**config.mk**
```make
export PLATFORM = sky130hd
export DESIGN_NAME = ldpc_enc_top
export DESIGN_NICKNAME = d
export VERILOG_FILES = /design/src/logic/ldpc_enc_pkg.sv /design/src/logic/ldpc_enc_mem_if.sv /design/src/logic/ldpc_enc_acu.sv /design/src/logic/ldpc_enc_addr_gen.sv /design/src/logic/ldpc_enc_info_ram.sv /design/src/logic/ldpc_enc_loader.sv /design/src/logic/ldpc_enc_top.sv
export VERILOG_INCLUDE_DIRS = /design/src /design/src/logic
export SDC_FILE = /design/constraint.sdc
export NUM_CORES = 1
export LEC_CHECK = 0
export BUFFER_PORTS_ARGS = -buffer_cell sky130_fd_sc_hd__buf_2
export CAP_MARGIN = 30
export CORE_MARGIN = 2
export CORE_UTILIZATION = 49
export DETAILED_ROUTE_END_ITERATION = 8
export GPL_ROUTABILITY_DRIVEN = 0
export PLACE_DENSITY = 0.75
export SETUP_SLACK_MARGIN = 0.3
export SKIP_LAST_GASP = 1
export SYNTH_ARGS = -nofsm -noshare
export SYNTH_HDL_FRONTEND = slang
export SYNTH_HIERARCHICAL = 1
export SYNTH_SLANG_ARGS = --single-unit
```
**constraint.sdc**
```tcl
create_clock -name iclk -period 3.35 [get_ports iclk]
set_input_delay 0.1675 -clock iclk [delete_from_list [all_inputs] [get_ports iclk]]
set_output_delay 0.1675 -clock iclk [all_outputs]
set_load 0.02 [all_outputs]
```
**src/logic/ldpc_enc_defs.svh**
```systemverilog
// LDPC encoder parity accumulator
// code dimensions and word size shared by package and RTL

`ifndef LDPC_ENC_DEFS_SVH
`define LDPC_ENC_DEFS_SVH

// ------------------------------------------------------------
// circulant geometry
// ------------------------------------------------------------

`define LDPC_ZF     16                          // circulant (block) size in bits
`define LDPC_DAT_W  4                           // bits per RAM / stream word
`define LDPC_BASE   (`LDPC_ZF / `LDPC_DAT_W)    // words per block

// ------------------------------------------------------------
// base matrix size
// ------------------------------------------------------------

`define LDPC_NC     2   // check rows of Hb
`define LDPC_NT     4   // information columns of Hb

`endif

```
**src/logic/ldpc_enc_pkg.sv**
```systemverilog
// LDPC encoder types and the fixed base matrix
// Hb entries decode both as signed shift and as word/bit fields

`include "ldpc_enc_defs.svh"

package ldpc_enc_pkg;

  typedef logic [`LDPC_DAT_W-1:0]           dat_t;       // one data word
  typedef logic [$clog2(`LDPC_BASE)-1:0]    word_idx_t;  // word inside a block
  typedef logic [$clog2(`LDPC_NT)-1:0]      col_idx_t;   // Hb column
  typedef logic [$clog2(`LDPC_DAT_W)-1:0]   shift_t;     // bit shift inside a word

  // bank, column, word
  typedef logic [$clog2(`LDPC_NT)+$clog2(`LDPC_BASE):0] ram_addr_t;

  // ------------------------------------------------------------
  // Hb entry, 8 bits
  // ------------------------------------------------------------

  typedef struct packed {
    logic       empty;   // set for -1
    logic [2:0] rsvd;
    word_idx_t  woff;    // shift / word width
    shift_t     bshift;  // shift mod word width
  } hb_fields_t;

  typedef union packed {
    logic signed [7:0] raw;  // circulant shift, -1 empty
    hb_fields_t        fld;
  } hb_entry_u;

  // the code, row 0 = (5, -1, 9, 14), row 1 = (0, 7, -1, 3)
  localparam hb_entry_u hb_tab [`LDPC_NC][`LDPC_NT] = '{
    '{8'h05, 8'hff, 8'h09, 8'h0e},
    '{8'h00, 8'h07, 8'hff, 8'h03}
  };

endpackage

```
**src/logic/ldpc_enc_mem_if.sv**
```systemverilog
// info RAM requester port
// request held until granted, read data one cycle after grant

`timescale 1ns/1ns

interface ldpc_enc_mem_if import ldpc_enc_pkg::*; ();

  logic      req;    // access wanted
  logic      we;     // write when set
  ram_addr_t addr;
  dat_t      wdata;
  logic      gnt;    // access happens this cycle
  dat_t      rdata;  // valid the cycle after a read grant

  modport requester (
    output req,
    output we,
    output addr,
    output wdata,
    input  gnt,
    input  rdata
  );

  modport arbiter (
    input  req,
    input  we,
    input  addr,
    input  wdata,
    output gnt,
    output rdata
  );

endinterface

```
**src/logic/ldpc_enc_acu.sv**
```systemverilog
// LDPC encoder accumulation unit
// bit-aligns each read window and XORs it into the parity words,
// then streams row 0 and row 1 parity out

`timescale 1ns/1ns

`include "ldpc_enc_defs.svh"

module ldpc_enc_acu import ldpc_enc_pkg::*; (
  input  logic      iclk,
  input  logic      rst_n,
  input  logic      start,
  input  logic      step_valid,
  input  logic      step_first,
  input  logic      row_ena   [`LDPC_NC],
  input  word_idx_t row_word  [`LDPC_NC],
  input  shift_t    row_shift [`LDPC_NC],
  input  logic      frame_done,
  input  dat_t      rdata,
  output logic      out_valid,
  output dat_t      out_word,
  output logic      out_last,
  output logic      busy
);

  localparam int               WI_W     = $bits(word_idx_t);
  localparam int               OUT_W    = $clog2(`LDPC_NC) + WI_W;
  localparam logic [OUT_W-1:0] OUT_LAST = OUT_W'(`LDPC_NC * `LDPC_BASE - 1);

  dat_t                      par [`LDPC_NC][`LDPC_BASE];  // parity accumulators
  dat_t                      prev_word;
  dat_t                      aligned [`LDPC_NC];
  logic [2*`LDPC_DAT_W-1:0]  win;                         // current over previous
  logic [OUT_W-1:0]          out_cnt;                     // row, word
  logic                      acc_go;

  // ------------------------------------------------------------
  // alignment
  // ------------------------------------------------------------

  assign win    = {rdata, prev_word};
  assign acc_go = step_valid & ~step_first;

  always_comb begin
    for (int c = 0; c < `LDPC_NC; c++) begin
      aligned[c] = dat_t'(win >> row_shift[c]);  // 4 bits from shift up
    end
  end

  always_ff @(posedge iclk) begin
    if (step_valid) begin
      prev_word <= rdata;
    end
  end

  // ------------------------------------------------------------
  // accumulate
  // ------------------------------------------------------------

  always_ff @(posedge iclk) begin
    if (start) begin
      for (int c = 0; c < `LDPC_NC; c++) begin
        for (int w = 0; w < `LDPC_BASE; w++) begin
          par[c][w] <= '0;
        end
      end
    end else if (acc_go) begin
      for (int c = 0; c < `LDPC_NC; c++) begin
        if (row_ena[c]) begin
          par[c][row_word[c]] <= par[c][row_word[c]] ^ aligned[c];
        end
      end
    end
  end

  // ------------------------------------------------------------
  // output stream
  // ------------------------------------------------------------

  always_ff @(posedge iclk or negedge rst_n) begin
    if (!rst_n) begin
      busy      <= 1'b0;
      out_valid <= 1'b0;
      out_cnt   <= '0;
    end else begin
      if (start) begin
        busy <= 1'b1;
      end else if (out_last) begin
        busy <= 1'b0;  // drops right after the 8th word
      end
      if (step_valid & frame_done) begin
        out_valid <= 1'b1;  // parity complete after this step
        out_cnt   <= '0;
      end else if (out_valid) begin
        out_cnt <= out_cnt + 1'b1;
        if (out_cnt == OUT_LAST) begin
          out_valid <= 1'b0;
        end
      end
    end
  end

  assign out_last = out_valid & (out_cnt == OUT_LAST);
  assign out_word = par[out_cnt[OUT_W-1:WI_W]][out_cnt[WI_W-1:0]];

endmodule

```
**src/logic/ldpc_enc_addr_gen.sv**
```systemverilog
// LDPC encoder address generator
// walks Hb columns with 5 reads each (words 0..3, then 0 again)
// and issues per-row target word and bit shift aligned to rdata

`timescale 1ns/1ns

`include "ldpc_enc_defs.svh"

module ldpc_enc_addr_gen import ldpc_enc_pkg::*; (
  input  logic              iclk,
  input  logic              rst_n,
  input  logic              start,
  input  logic              rd_bank,
  input  logic              frame_ready,
  input  logic              busy,
  output logic              start_acc,   // accepted start, to the ACU
  ldpc_enc_mem_if.requester mem,
  output logic              step_valid,
  output logic              step_first,
  output logic              row_ena   [`LDPC_NC],
  output word_idx_t         row_word  [`LDPC_NC],
  output shift_t            row_shift [`LDPC_NC],
  output logic              frame_done
);

  localparam int       CNT_W    = $clog2(`LDPC_BASE + 1);
  localparam int       RD_LAST  = `LDPC_BASE;  // wrap read index
  localparam col_idx_t COL_LAST = col_idx_t'(`LDPC_NT - 1);

  logic             running;
  logic             bank;         // bank under encode
  logic             frame_avail;  // a stored frame not yet encoded
  col_idx_t         col;
  logic [CNT_W-1:0] rd_cnt;       // 0..4 inside a column
  word_idx_t        rd_word;
  word_idx_t        win_lo;       // word at the window's low half
  logic             rd_wrap;
  logic             col_last;
  logic             step;

  // ------------------------------------------------------------
  // start and frame bookkeeping
  // ------------------------------------------------------------

  assign start_acc = start & ~busy & ~running & (frame_avail | frame_ready);

  always_ff @(posedge iclk or negedge rst_n) begin
    if (!rst_n) begin
      frame_avail <= 1'b0;
    end else if (start_acc) begin
      frame_avail <= frame_avail & frame_ready;  // one consumed
    end else begin
      frame_avail <= frame_avail | frame_ready;
    end
  end

  // ------------------------------------------------------------
  // read sequence
  // ------------------------------------------------------------

  assign rd_word  = word_idx_t'(rd_cnt);          // index 4 maps to word 0
  assign win_lo   = word_idx_t'(rd_cnt - 1'b1);   // previous word
  assign rd_wrap  = (rd_cnt == CNT_W'(RD_LAST));
  assign col_last = (col == COL_LAST);
  assign step     = mem.gnt;                      // advance only on grant

  assign mem.req   = running;
  assign mem.we    = 1'b0;  // read only
  assign mem.addr  = {bank, col, rd_word};
  assign mem.wdata = '0;

  always_ff @(posedge iclk or negedge rst_n) begin
    if (!rst_n) begin
      running    <= 1'b0;
      bank       <= 1'b0;
      col        <= '0;
      rd_cnt     <= '0;
      step_valid <= 1'b0;
      step_first <= 1'b0;
      frame_done <= 1'b0;
      for (int c = 0; c < `LDPC_NC; c++) begin
        row_ena[c] <= 1'b0;
      end
    end else begin
      if (start_acc) begin
        running <= 1'b1;
        bank    <= rd_bank;
        col     <= '0;
        rd_cnt  <= '0;
      end else if (step) begin
        rd_cnt <= rd_wrap ? '0 : rd_cnt + 1'b1;
        if (rd_wrap) begin
          col <= col + 1'b1;
          if (col_last) begin
            running <= 1'b0;  // last read of the frame
          end
        end
      end
      // control delayed by one, lines up with rdata
      step_valid <= step;
      step_first <= step & (rd_cnt == '0);
      frame_done <= step & rd_wrap & col_last;
      for (int c = 0; c < `LDPC_NC; c++) begin
        // first read only primes the window
        row_ena[c] <= step & (rd_cnt != '0) & ~hb_tab[c][col].fld.empty;
      end
    end
  end

  // per-row target word rotates with the window
  always_ff @(posedge iclk) begin
    if (step) begin
      for (int c = 0; c < `LDPC_NC; c++) begin
        row_word[c]  <= win_lo - hb_tab[c][col].fld.woff;  // mod 4
        row_shift[c] <= hb_tab[c][col].fld.bshift;
      end
    end
  end

endmodule

```
**src/logic/ldpc_enc_info_ram.sv**
```systemverilog
// two-frame info word RAM shared by loader and engine
// single access per cycle, loader port always wins

`timescale 1ns/1ns

module ldpc_enc_info_ram import ldpc_enc_pkg::*; (
  input logic             iclk,
  input logic             rst_n,
  ldpc_enc_mem_if.arbiter ld_port,
  ldpc_enc_mem_if.arbiter eng_port
);

  localparam int DEPTH = 2 ** $bits(ram_addr_t);  // both banks

  dat_t      mem [DEPTH];
  logic      ld_gnt;
  logic      eng_gnt;
  logic      acc_we;
  logic      acc_re;
  ram_addr_t acc_addr;
  dat_t      acc_wdata;
  dat_t      rd_q;

  // ------------------------------------------------------------
  // fixed priority grant
  // ------------------------------------------------------------

  // input stream has no back-pressure, so the loader never waits
  assign ld_gnt  = ld_port.req;
  assign eng_gnt = eng_port.req & ~ld_port.req;  // engine fills idle slots

  assign ld_port.gnt  = ld_gnt;
  assign eng_port.gnt = eng_gnt;

  // granted port owns the array this cycle
  always_comb begin
    if (ld_gnt) begin
      acc_addr  = ld_port.addr;
      acc_wdata = ld_port.wdata;
      acc_we    = ld_port.we;
    end else begin
      acc_addr  = eng_port.addr;
      acc_wdata = eng_port.wdata;
      acc_we    = eng_gnt & eng_port.we;
    end
  end

  assign acc_re = (ld_gnt & ~ld_port.we) | (eng_gnt & ~eng_port.we);

  // ------------------------------------------------------------
  // storage
  // ------------------------------------------------------------

  always_ff @(posedge iclk) begin
    if (acc_we) begin
      mem[acc_addr] <= acc_wdata;
    end
  end

  // read register, holds between reads
  always_ff @(posedge iclk or negedge rst_n) begin
    if (!rst_n) begin
      rd_q <= '0;
    end else if (acc_re) begin
      rd_q <= mem[acc_addr];
    end
  end

  assign ld_port.rdata  = rd_q;
  assign eng_port.rdata = rd_q;

endmodule

```
**src/logic/ldpc_enc_loader.sv**
```systemverilog
// frame loader
// writes incoming words into the fill bank, flips banks every 16 words

`timescale 1ns/1ns

module ldpc_enc_loader import ldpc_enc_pkg::*; (
  input  logic              iclk,
  input  logic              rst_n,
  input  logic              in_valid,
  input  dat_t              in_word,
  ldpc_enc_mem_if.requester mem,
  output logic              frame_ready,
  output logic              rd_bank
);

  localparam col_idx_t  COL_LAST  = col_idx_t'(`LDPC_NT - 1);
  localparam word_idx_t WORD_LAST = word_idx_t'(`LDPC_BASE - 1);

  logic      wr_bank;  // bank being filled
  col_idx_t  wr_col;
  word_idx_t wr_word;
  logic      frame_end;

  // write straight through, no buffering
  assign mem.req   = in_valid;
  assign mem.we    = 1'b1;
  assign mem.addr  = {wr_bank, wr_col, wr_word};
  assign mem.wdata = in_word;

  assign frame_end = (wr_col == COL_LAST) && (wr_word == WORD_LAST);

  always_ff @(posedge iclk or negedge rst_n) begin
    if (!rst_n) begin
      wr_bank     <= 1'b0;
      wr_col      <= '0;
      wr_word     <= '0;
      rd_bank     <= 1'b0;
      frame_ready <= 1'b0;
    end else begin
      frame_ready <= 1'b0;  // single cycle pulse
      if (mem.gnt) begin
        wr_word <= wr_word + 1'b1;
        if (wr_word == WORD_LAST) begin
          wr_col <= wr_col + 1'b1;  // wraps at frame end
        end
        if (frame_end) begin
          wr_bank     <= ~wr_bank;
          rd_bank     <= wr_bank;   // finished bank goes to the engine
          frame_ready <= 1'b1;
        end
      end
    end
  end

endmodule

```
**src/logic/ldpc_enc_top.sv**
```systemverilog
// LDPC encoder parity accumulator, top level
// loader and address generator share the info RAM, ACU streams parity

`timescale 1ns/1ns

`include "ldpc_enc_defs.svh"

module ldpc_enc_top import ldpc_enc_pkg::*; (
  input  logic iclk,
  input  logic rst_n,
  input  logic in_valid,
  input  dat_t in_word,
  input  logic start,
  output logic out_valid,
  output dat_t out_word,
  output logic out_last,
  output logic busy
);

  logic      frame_ready;
  logic      rd_bank;
  logic      start_acc;
  logic      step_valid;
  logic      step_first;
  logic      row_ena   [`LDPC_NC];
  word_idx_t row_word  [`LDPC_NC];
  shift_t    row_shift [`LDPC_NC];
  logic      frame_done;

  ldpc_enc_mem_if ld_if ();   // loader side
  ldpc_enc_mem_if eng_if ();  // engine side

  ldpc_enc_info_ram u_ram (
    .iclk     (iclk),
    .rst_n    (rst_n),
    .ld_port  (ld_if.arbiter),
    .eng_port (eng_if.arbiter)
  );

  ldpc_enc_loader u_loader (
    .iclk        (iclk),
    .rst_n       (rst_n),
    .in_valid    (in_valid),
    .in_word     (in_word),
    .mem         (ld_if.requester),
    .frame_ready (frame_ready),
    .rd_bank     (rd_bank)
  );

  ldpc_enc_addr_gen u_addr_gen (
    .iclk        (iclk),
    .rst_n       (rst_n),
    .start       (start),
    .rd_bank     (rd_bank),
    .frame_ready (frame_ready),
    .busy        (busy),
    .start_acc   (start_acc),
    .mem         (eng_if.requester),
    .step_valid  (step_valid),
    .step_first  (step_first),
    .row_ena     (row_ena),
    .row_word    (row_word),
    .row_shift   (row_shift),
    .frame_done  (frame_done)
  );

  ldpc_enc_acu u_acu (
    .iclk       (iclk),
    .rst_n      (rst_n),
    .start      (start_acc),
    .step_valid (step_valid),
    .step_first (step_first),
    .row_ena    (row_ena),
    .row_word   (row_word),
    .row_shift  (row_shift),
    .frame_done (frame_done),
    .rdata      (eng_if.rdata),
    .out_valid  (out_valid),
    .out_word   (out_word),
    .out_last   (out_last),
    .busy       (busy)
  );

endmodule

```
# Yosys cells after proc, flatten, opt, wreduce, memory -nomap -nowiden
# Memory sizes are Yosys's and may differ from the RTL's. A register that Yosys moved wholly into a read port is not among the register bits.
# Index checks and enable logic that the tools add are counted.
[op_classes] addsub=8 magnitude_cmp=6 n_eq_ne=5 n_shift=2 mux=86 bitwise_logic=60 reduce_logical=15
[ops] op="two-way mux 1 bit" n=55
[ops] op="two-way mux 4 bit" n=9
[ops] op="OR 1 bit" n=33
[ops] op="binary-select mux 8 bit (select 2 bit)" n=2
[ops] op="two-way mux 16 bit" n=2
[ops] op="two-way mux 8 bit" n=4
[ops] op="binary-select mux 4 bit (select 2 bit)" n=3
[ops] op="demux 4 bit (select 2 bit)" n=2
[ops] op=">> shifter 8 x 2 -> 4 bit" n=2
[ops] op="two-way mux 3 bit" n=5
[ops] op="bitwise AND 1 bit" n=14
[ops] op="greater-or-equal comparator 3 bit, second input constant" n=4
[ops] op="inverter 2 -> 3 bit" n=4
[ops] op="nonzero test 2 bit" n=5
[ops] op="XOR 4 bit" n=2
[ops] op="inverter 1 bit" n=7
[ops] op="adder 2 x 1 -> 2 bit, second input constant" n=3
[ops] op="adder 3 x 1 -> 3 bit, second input constant" n=2
[ops] op="equality test 2 bit, second input constant" n=3
[ops] op="equality test 3 bit, second input constant" n=2
[ops] op="< comparator 3 x 1 -> 1 bit, second input constant" n=2
[ops] op="two-way mux 2 bit" n=3
[ops] op="AND reduction 2 bit" n=3
[ops] op="two-way mux 5 bit" n=1
[ops] op="7 further kinds" n=10
[word_totals] regBits=37 ram_bits=160 out_inout_bits=7 word_cells=207 memories=2
[mem_list] memory="u_ram.mem" depth=32 width=4 rd=1 rd_ports_with_merged_regs=1 write_ports=1 line="ldpc_enc_info_ram.sv:15" source="dat_t mem [DEPTH];"
[mem_list] memory="u_acu.par" depth=2 width=16 rd=3 rd_ports_with_merged_regs=0 write_ports=2 line="ldpc_enc_acu.sv:30" source="dat_t par [`LDPC_NC][`LDPC_BASE];"

# Depth between registers and ports, before layout
# Gate-level depths: netlist of the first run.
[logic_depth] depth_word=7 depth_mapped=10 mapped_depth_nobuf=6

# Cells and area by module
# Netlist of the first run, hierarchy kept.
[by_module_without_submodules] mod="ldpc_enc_info_ram" n_inst=1 cells_each=352 area_per_inst_um2=5662.9 seq_area_each_um2=3943.8
[by_module_without_submodules] mod="ldpc_enc_acu" n_inst=1 cells_each=149 area_per_inst_um2=2346.0 seq_area_each_um2=1206.2
[by_module_without_submodules] mod="ldpc_enc_addr_gen" n_inst=1 cells_each=86 area_per_inst_um2=1004.7 seq_area_each_um2=535.5
[by_module_without_submodules] mod="ldpc_enc_loader" n_inst=1 cells_each=26 area_per_inst_um2=341.6 seq_area_each_um2=175.2

# Worst setup path before layout of the first run
# Ideal clock, no wire load.
[synth_path] path_type="register -> register" start="register u_addr_gen.rd_cnt[0]" end="register u_ram.rd_q[2], in the netlist u_ram/eng_port.rdata[2] (read register of u_ram.mem)" arrival_ns=2.308 t_required_ns=3.224 setup_slack_ns=0.916 stages_incl_launch_ff=8 n_path_buf=2 period_less_slack_ns=2.434 path_cell_list="dfrtp_1 > buf_4 > mux2_4 > buf_6 > mux4_2 > a22o_1 > or4_1 > o32a_1"
[synth_between] elab_chain_len=1
[synth_rtl] item="start: declaration" line="ldpc_enc_addr_gen.sv:34" source="logic [CNT_W-1:0] rd_cnt;"
[synth_rtl] item="start signal: assignment" line="ldpc_enc_addr_gen.sv:91" source="rd_cnt <= rd_wrap ? '0 : rd_cnt + 1'b1;"
[synth_rtl] item="two-way mux 5 bit" line="ldpc_enc_info_ram.sv:37" source="if (ld_gnt) begin"
[synth_rtl] item="end: declaration" line="ldpc_enc_info_ram.sv:22" source="dat_t rd_q;"
# No other way between the ends.
# A chain may end at the register's enable or synchronous reset.

# Worst setup path after layout of the first run
# Ends and elaborated chain as after synthesis.

==> impl_metrics.toml, run 1 <==
[die]
die_area_mm2 = 0.0201
fp.dieH_um = 142
ios = 15
core.rowCount = 50
core_mm2 = 0.0187
start_util_pct = 49.9
die-width_um = 142

[place]
place_hpwl_mm = 12.7
io_buffers = 14

[setup_path]
critPathBufInv = 0
start_kind = "register"
cp.arrival_ns = 3.06
crit_family = "multiplexers"
cp_max_fo = 27
cp-end-kind = "register"
crit_chain = "mux2_4 -> mux4_2 -> a22o_1 -> or4_1 -> o32a_1"
crit_type = "reg -> reg"
cp.required_ns = 3.67
crit_slowest_cell = "mux4_2"
slowest_delay_ns = 0.56

[timing]
finalCriticalPeriod_ns = 2.73
setup_tns_ns = 0
max_freq_mhz = 366
grt_setup_unrepaired = "false"
worst_pin_slew_ns = 0.860
fin_crit_sh_pct = 81.6
finalMaxSlewViolations = 0
holdWs_ns = 0.131
setup_viol = 0
slew_headroom_pct = 42.4
finalHoldViolCount = 0
clock_skew_ns = 0.0160

[routing]
viasPerCell = 6.00
firstDrtPassIters = 5
drcViolationCount = 0
wl_per_cell_um = 21.8
ant_nets = 0
first_iter_violations = 432
vias = 5126
drt-total-wl_mm = 18.6

[logic_synthesis]
syn_area_per_cell_um2 = 15.3
syn-cell-area_mm2 = 0.00933
synthCells = 609
yosys_warnings = 6

[run]
drv_cap = 0

[cells_and_area]
final_util_pct = 53.6
syn_to_final_growth_pct = 7.54
antenna_cells = 0
final_cell_mix = "edfxtp_1 (171), nor2_1 (75), mux4_2 (41), dfrtp_1 (29), a21boi_0 (23)"
multi_input_area_mm2 = 0.00313
layout_commonest_cell = "edfxtp_1"
regArea_mm2 = 0.00586
fill_cells = 1442
layout-drive-gt1-share_pct = 20.3
layout.nets = 630

[global_routing]
grt_util_all_layers_pct = 19.7
gr-total-overflow = 0
grt_pass1_vias = 5233
grt_max_degree = 36
grt_pass1_wl_mm = 29.3
antenna_found_initial = 0

[run_status]
status = "complete, no violations"

[clocking]
post_cts_resized = 0
cts_root_buf = "clkbuf_16"
cts.sinks = 200
htreeDepth = 4
clockBufferDepth = 2
cts_tree = "yes"
cts.clk_slew.worst_paths_ns = 0.07
cts_hold_buf = 1
numCtsBuffers = 17
clkLatencyLatePin_ns = 0.44
post-cts-setup-buffers = 0

[power]
peakVddDrop_uv = 568
pwr_density_cell_mw_per_mm2 = 824
p_leak_nw = 3.45

[hold_path]
hold_class = "in -> reg"
[report_power, final]
group | switching [mW] | total, mW | internal, mW | leakage [nW]
Sequential | 0.453 | 3.56 | 3.11 | 1.91
Combinational | 1.45 | 2.75 | 1.30 | 1.27
Clock | 0.914 | 1.96 | 1.04 | 0.274
Total | 2.82 | 8.27 | 5.45 | 3.45
[state kept, by name, summed over array words and instances, names as in the netlist, 3 cells and up]
name	count
u_addr_gen/row_word	4
u_addr_gen/rd_cnt	3
u_acu/prev_word	4
u_ram/eng_port.rdata	4
u_addr_gen/row_shift	3
u_acu/out_cnt	3
u_ram/mem	128
u_acu/par	32
[through the flow]
stage	instances	power (mW)	setup WS, ns	instance area, um^2
finish	855	8.27	0.616	10000
global route	855	8.68	0.437	10000
CTS	855	8.32	0.579	10000
detailed placement	822	6.35	0.603	9450
global placement	822	6.24	0.666	9450
floorplan	613	5.71	0.916	9340
[worst paths after layout]
kind,startpoint,to,depth (start not counted),slack [ns]
setup / recovery,u_addr_gen/rd_cnt[0],u_ram/eng_port.rdata[2],5,0.62
hold / removal,start,u_addr_gen/frame_avail,3,0.13
setup reg to reg,u_addr_gen/rd_cnt[0],u_ram/eng_port.rdata[2],5,0.62
hold reg to reg,u_ram/eng_port.rdata[3],u_acu/prev_word[3],0,0.46
max in group asynchronous,rst_n,u_addr_gen/rd_cnt[1],2,2.59
min in group asynchronous,rst_n,u_loader/wr_col[0],2,0.31
[metal layers]
layer | GRT usage, % | wire, um | vias to the layer above | part of all wire, %
met4 | 7.95 | 515 | 0 | 2.8
met1 | 23.8 | 7450 | 2580 | 40
met2 | 34.7 | 9730 | 193 | 52
met5 | 0 | 0 | - | 0
li1 | - | - | 2311 | -
met3 | 4.00 | 920 | 42 | 4.9
[final cells by class]
class	count	share of cell area (%)
flip-flops and latches	200	58.4
multi-input cells	351	31.2
clock buffers	17	4.24
inverters	19	0.711
well taps	234	2.92
clock inverters	15	1.41
repair buffers	19	1.10
[worst register-to-register path, delay by kind of cell (launching register included)]
kind	cells	cell delay, ns
flip-flops	1	0.55
multiplexers	2	1.11
AND/OR/NAND/NOR	1	0.40
AO/OA/AOI/OAI	2	0.58
(Power assumes the default switching activity.)
==> run 2: changes to the inputs <==
- PLACE_DENSITY: 0.75 -> 0.77
- clock period: 3.35 -> 2.3 ns (I/O delays scaled with it)
==> run 2 against run 1 <==
Clock power is 48% higher. Clock-buffer cell count stayed put. Worst hold slack worse by 0.098 ns. Via count is 1.2% higher. Sequential share of layout area is 2.6 points lower.
==> impl_metrics.toml, run 2 (synthesis results as in run 1) <==
[routing]
routed.top_layer = "met4"
firstDrtPassIters = 5
wl_per_cell_um = 21.5
routed-wl-met3_um = 968
first_iter_violations = 448
ant_nets = 0
drt-total-wl_mm = 19.0
dr_wl_met2_mm = 9.75
drcViolationCount = 0
viasPerCell = 5.88
wl_met1_mm = 7.85
vias = 5189

[timing]
fin_crit_sh_pct = 97.7
max_freq_mhz = 445
worst_pin_slew_ns = 0.746
finalHoldViolCount = 0
setup_viol = 0
setup_slack_ns = 0.0538
slew_headroom_pct = 50.1
grt_setup_unrepaired = "true"
finalMaxSlewViolations = 0
finalCriticalPeriod_ns = 2.25
holdWs_ns = 0.0328
clock_skew_ns = 0.00943

[hold_path]
whs_path_depth = 2
min_to = "u_loader/wr_word[0]"
hold_class = "in -> reg"
worstHoldStart = "in_valid"

[die]
core.rowCount = 50
fp.dieH_um = 142
core_mm2 = 0.0187
die_area_mm2 = 0.0201
ios = 15
start_util_pct = 49.9
die-width_um = 142

[cells_and_area]
stdcell_count = 883
final_util_pct = 56.1
largest_reg_flops = 128
syn_to_final_growth_pct = 12.6
layout_commonest_cell = "edfxtp_1"
layout-drive-gt1-share_pct = 29.9
antenna_cells = 0
reg_top3 = "u_ram/mem (128), u_acu/par (32)"
fill_cells = 1382
layout.nets = 659
final_cell_mix = "edfxtp_1 (171), nor2_1 (45), mux4_2 (41), buf_4 (28)"
design_area_mm2 = 0.0105
regMostFlops = "u_ram/mem"

[setup_path]
cp-end-kind = "register"
start_kind = "register"
cp_max_fo = 6
r2r_end = "u_ram/eng_port.rdata[2]"
rrSetupSlack_ns = 0.05
cp.required_ns = 2.62
ff2ff_path_depth = 5
r2r-start = "u_addr_gen/rd_cnt[0]"
crit_type = "reg -> reg"
cp.arrival_ns = 2.57

[global_routing]
grt_pass1_vias = 5300
grt_pass1_wl_mm = 29.8
grt_max_degree = 33
antenna_found_initial = 0
gr-total-overflow = 0
grt_util_all_layers_pct = 19.9

[power]
pwr_density_cell_mw_per_mm2 = 1220
p_leak_nw = 3.64
peakVddDrop_uv = 854

[clocking]
cts.sinks = 200
cts_tree = "yes"
clkLatencyLatePin_ns = 0.43
htreeDepth = 4
cts.clk_slew.worst_paths_ns = 0.07
numCtsBuffers = 17
clockBufferDepth = 2
cts_root_buf = "clkbuf_16"

[place]
placed_cells = 842
io_buffers = 14
dp_slack_ns = 0.0596
placed_area_mm2 = 0.00968
place_hpwl_mm = 13.1

[run_status]
status = "complete, no violations"

[run]
drv_cap = 0
[run 2: layer usage]
layer / track usage (%) / up-vias
li1: - / 2366
met1: 24.9 / 2635
met2: 34.4 / 161
met5: 0 / -
met3: 4.81 / 27
met4: 6.47 / 0
[run 2: timing repair]
item                                    in CTS  in global routing
hold buffers                                 1                  0
resized for setup                           15                 32
pin swaps                                    0                  3
cloned                                       0                  0
endpoints found under the hold margin       29                  0
endpoints found under the setup margin      17                136
setup buffers                                5                  4
[run 2: layout make-up]
class,count,area [um^2],area share [%]
tap,234,293,2.79
sequential,200,5860,55.8
timing repair buffer,48,398,3.79
clock inverter,14,153,1.45
inverter,19,71.3,0.679
clock buffer,17,425,4.05
multi-input combinational,351,3300,31.4
[run 2: worst max path at each step]
stage                                     from                 endpoint  slack [ns]  depth (start not counted)
after detailed placement   u_loader/wr_word[0]  u_ram/eng_port.rdata[2]        0.06                          5
after floorplan           u_addr_gen/rd_cnt[0]  u_ram/eng_port.rdata[2]       -0.12                          7
final                     u_addr_gen/rd_cnt[0]  u_ram/eng_port.rdata[2]        0.05                          5
after global routing      u_addr_gen/rd_cnt[0]  u_ram/eng_port.rdata[2]     -0.0007                          5
after global placement                in_valid  u_ram/eng_port.rdata[2]        0.08                          6
after CTS                  u_loader/wr_word[0]  u_ram/eng_port.rdata[2]        0.06                          5
[run 2: worst max-delay path: stages (launching register included)]
cell	delay [ns]
dfrtp_1	0.38
mux2_4	0.32
mux4_2	0.45
a22o_1	0.23
or4_1	0.41
o32a_1	0.35
[run 2: report_power, final]
group	total [mW]	switching, mW	internal [mW]	leakage (nW)
sequential	5.08	0.551	4.53	1.91
combinational	4.85	2.47	2.38	1.46
clock	2.91	1.30	1.61	0.275
total	12.8	4.32	8.52	3.64
[run 2: per-stage QoR]
step / power (mW) / TNS [ns]
6_report: 12.8 / 0
3_5_place_dp: 9.54 / 0
2_1_floorplan: 8.40 / -0.120
5_1_grt: 13.5 / -0.000719
3_3_place_gp: 9.38 / 0
4_1_cts: 12.7 / 0
==> run 3: changes to the inputs <==
- BUFFER_PORTS_ARGS: -buffer_cell sky130_fd_sc_hd__buf_2 -> not set
- DONT_BUFFER_PORTS: not set -> 1
- PLACE_DENSITY: 0.77 -> 0.76
==> run 3 against run 2 <==
Non-clock buffer count decreased by 9. Setup slack better by 0.042 ns. Fmax is 1.9% higher. Register-to-register slack improved by 0.04 ns. First-iteration DRC count decreased by 6.0%. Via count barely moved. Global-route usage fell by 0.26 points. Clock-buffer cell count unchanged. Die area stayed put. Sequential cell count did not move. Highest routed layer unchanged. Combinational power shrank 4.1%. Core utilization is 0.31 points lower.
==> impl_metrics.toml, run 3 (synthesis results as in run 1) <==
[cells_and_area]
regArea_mm2 = 0.00586
reg_top3 = "u_ram/mem (128), u_acu/par (32)"
antenna_cells = 0
syn_to_final_growth_pct = 12.0
design_area_mm2 = 0.0104
layout.nets = 650
final_cell_mix = "edfxtp_1 (171), nor2_1 (50), mux4_2 (41), buf_4 (28), dfrtp_1 (27)"
fill_cells = 1396
layout_commonest_cell = "edfxtp_1"
layout-drive-gt1-share_pct = 27.5
largest_reg_flops = 128
multi_input_area_mm2 = 0.00329
regMostFlops = "u_ram/mem"
final_util_pct = 55.8

[setup_path]
cp-end-kind = "register"
cp.arrival_ns = 2.53
slowest_delay_ns = 0.48
cp_max_fo = 5
crit_chain = "mux2_4 -> mux4_2 -> nor2b_1 -> or4_1 -> o32a_1"
ff2ff_path_depth = 5
cp.required_ns = 2.62
start_kind = "register"
crit_slowest_cell = "or4_1"
crit_type = "reg -> reg"

[die]
start_util_pct = 49.9
fp.dieH_um = 142
die_area_mm2 = 0.0201
core_mm2 = 0.0187
die-width_um = 142
core.rowCount = 50
ios = 15

[clocking]
cts.clk_slew.worst_paths_ns = 0.07
htreeDepth = 4
cts_tree = "yes"
cts.sinks = 200
numCtsBuffers = 17
cts_root_buf = "clkbuf_16"
clockBufferDepth = 2
clkLatencyLatePin_ns = 0.44

[timing]
slew_headroom_pct = 54.8
holdWs_ns = 0.103
clock_skew_ns = 0.00820
finalHoldViolCount = 0
fin_crit_sh_pct = 95.8
setup_viol = 0
finalMaxSlewViolations = 0
setup_tns_ns = 0
grt_setup_unrepaired = "true"
worst_pin_slew_ns = 0.677
finalCriticalPeriod_ns = 2.20
max_freq_mhz = 454

[global_routing]
grt_util_all_layers_pct = 19.7
grt_max_degree = 38
antenna_found_initial = 0
grt_pass1_vias = 5380
grt_pass1_wl_mm = 29.5
gr-total-overflow = 0

[place]
io_buffers = 0
placed_area_mm2 = 0.00960
place_hpwl_mm = 12.8

[routing]
firstDrtPassIters = 5
wl_per_cell_um = 21.4
first_iter_violations = 421
drcViolationCount = 0
drt-total-wl_mm = 18.7
vias = 5190
viasPerCell = 5.94
ant_nets = 0

[hold_path]
hold_class = "in -> reg"
whs_path_depth = 2

[power]
power_mw = 12.6
p_leak_nw = 3.58
peakVddDrop_uv = 732
pwr_density_cell_mw_per_mm2 = 1210

[run]
drv_cap = 0

[run_status]
status = "complete, no violations"
## run 3: cell count changes in the layout (fill, tap and decap cells not counted), moves of 2 or more
cell / change
a2111oi_0: +2
buf_2: -10
buf_6: -6
clkinv_1: -4
clkinv_4: +3
dlygate4sd3_1: +6
inv_6: +2
mux2_2: +3
mux2_4: -3
nor2_1: +5
nor2_2: -6
## run 3: where the power goes
group	switching [mW]	internal, mW	total (mW)
sequential	0.556	4.53	5.09
clock	1.34	1.52	2.86
combinational	2.38	2.28	4.65
## run 3: per-stage QoR
step           instances  setup slack [ns]
3_5_place_dp         827            0.0917
4_1_cts              874            0.0862
5_1_grt              874            0.0351
2_1_floorplan        613            -0.120
3_3_place_gp         827             0.116
6_report             874            0.0957
## run 3: path summary, 6_finish.rpt
path | from | slack, ns | endpoint
max | u_addr_gen/rd_cnt[0] | 0.1 | u_ram/eng_port.rdata[2]
min | in_valid | 0.10 | u_addr_gen/row_shift[3]
max reg2reg | u_addr_gen/rd_cnt[0] | 0.1 | u_ram/eng_port.rdata[2]
min reg2reg | u_ram/eng_port.rdata[3] | 0.46 | u_acu/prev_word[3]
max in group asynchronous | rst_n | 2.01 | u_acu/out_cnt[0]
min in group asynchronous | rst_n | 0.12 | u_acu/busy
## run 3: area by class of cell
type / instances / area share (%)
clock buffers: 17 / 4.07
clock inverters: 14 / 1.39
well taps: 234 / 2.80
repair buffers: 39 / 3.45
multi-input cells: 351 / 31.5
flip-flops and latches: 200 / 56.1
inverters: 19 / 0.683
## run 3: metal layers
| layer | up-vias | track usage (%) | part of all wire, % |
|---|---|---|---|
| met3 | 34 | 4.74 | 4.5 |
| met2 | 150 | 33.3 | 52 |
| met4 | 0 | 8.16 | 2.5 |
| met5 | - | 0 | 0 |
| met1 | 2642 | 24.4 | 41 |
| li1 | 2364 | - | - |
## run 3: critical path: cells and delay by family (launching register included)
kind | cells | cell delay (ns)
and+or+nand+nor | 2 | 0.62
DFF | 1 | 0.38
AOI/OAI and AO/OA | 1 | 0.34
muxes | 2 | 0.75
## run 3: timing repair
action,4_1_cts,5_1_grt
setup buffers,8,0
endpoints found under the hold margin,38,0
resized for setup,10,16
pin swaps,2,2
endpoints found under the setup margin,15,100
hold buffers,8,0
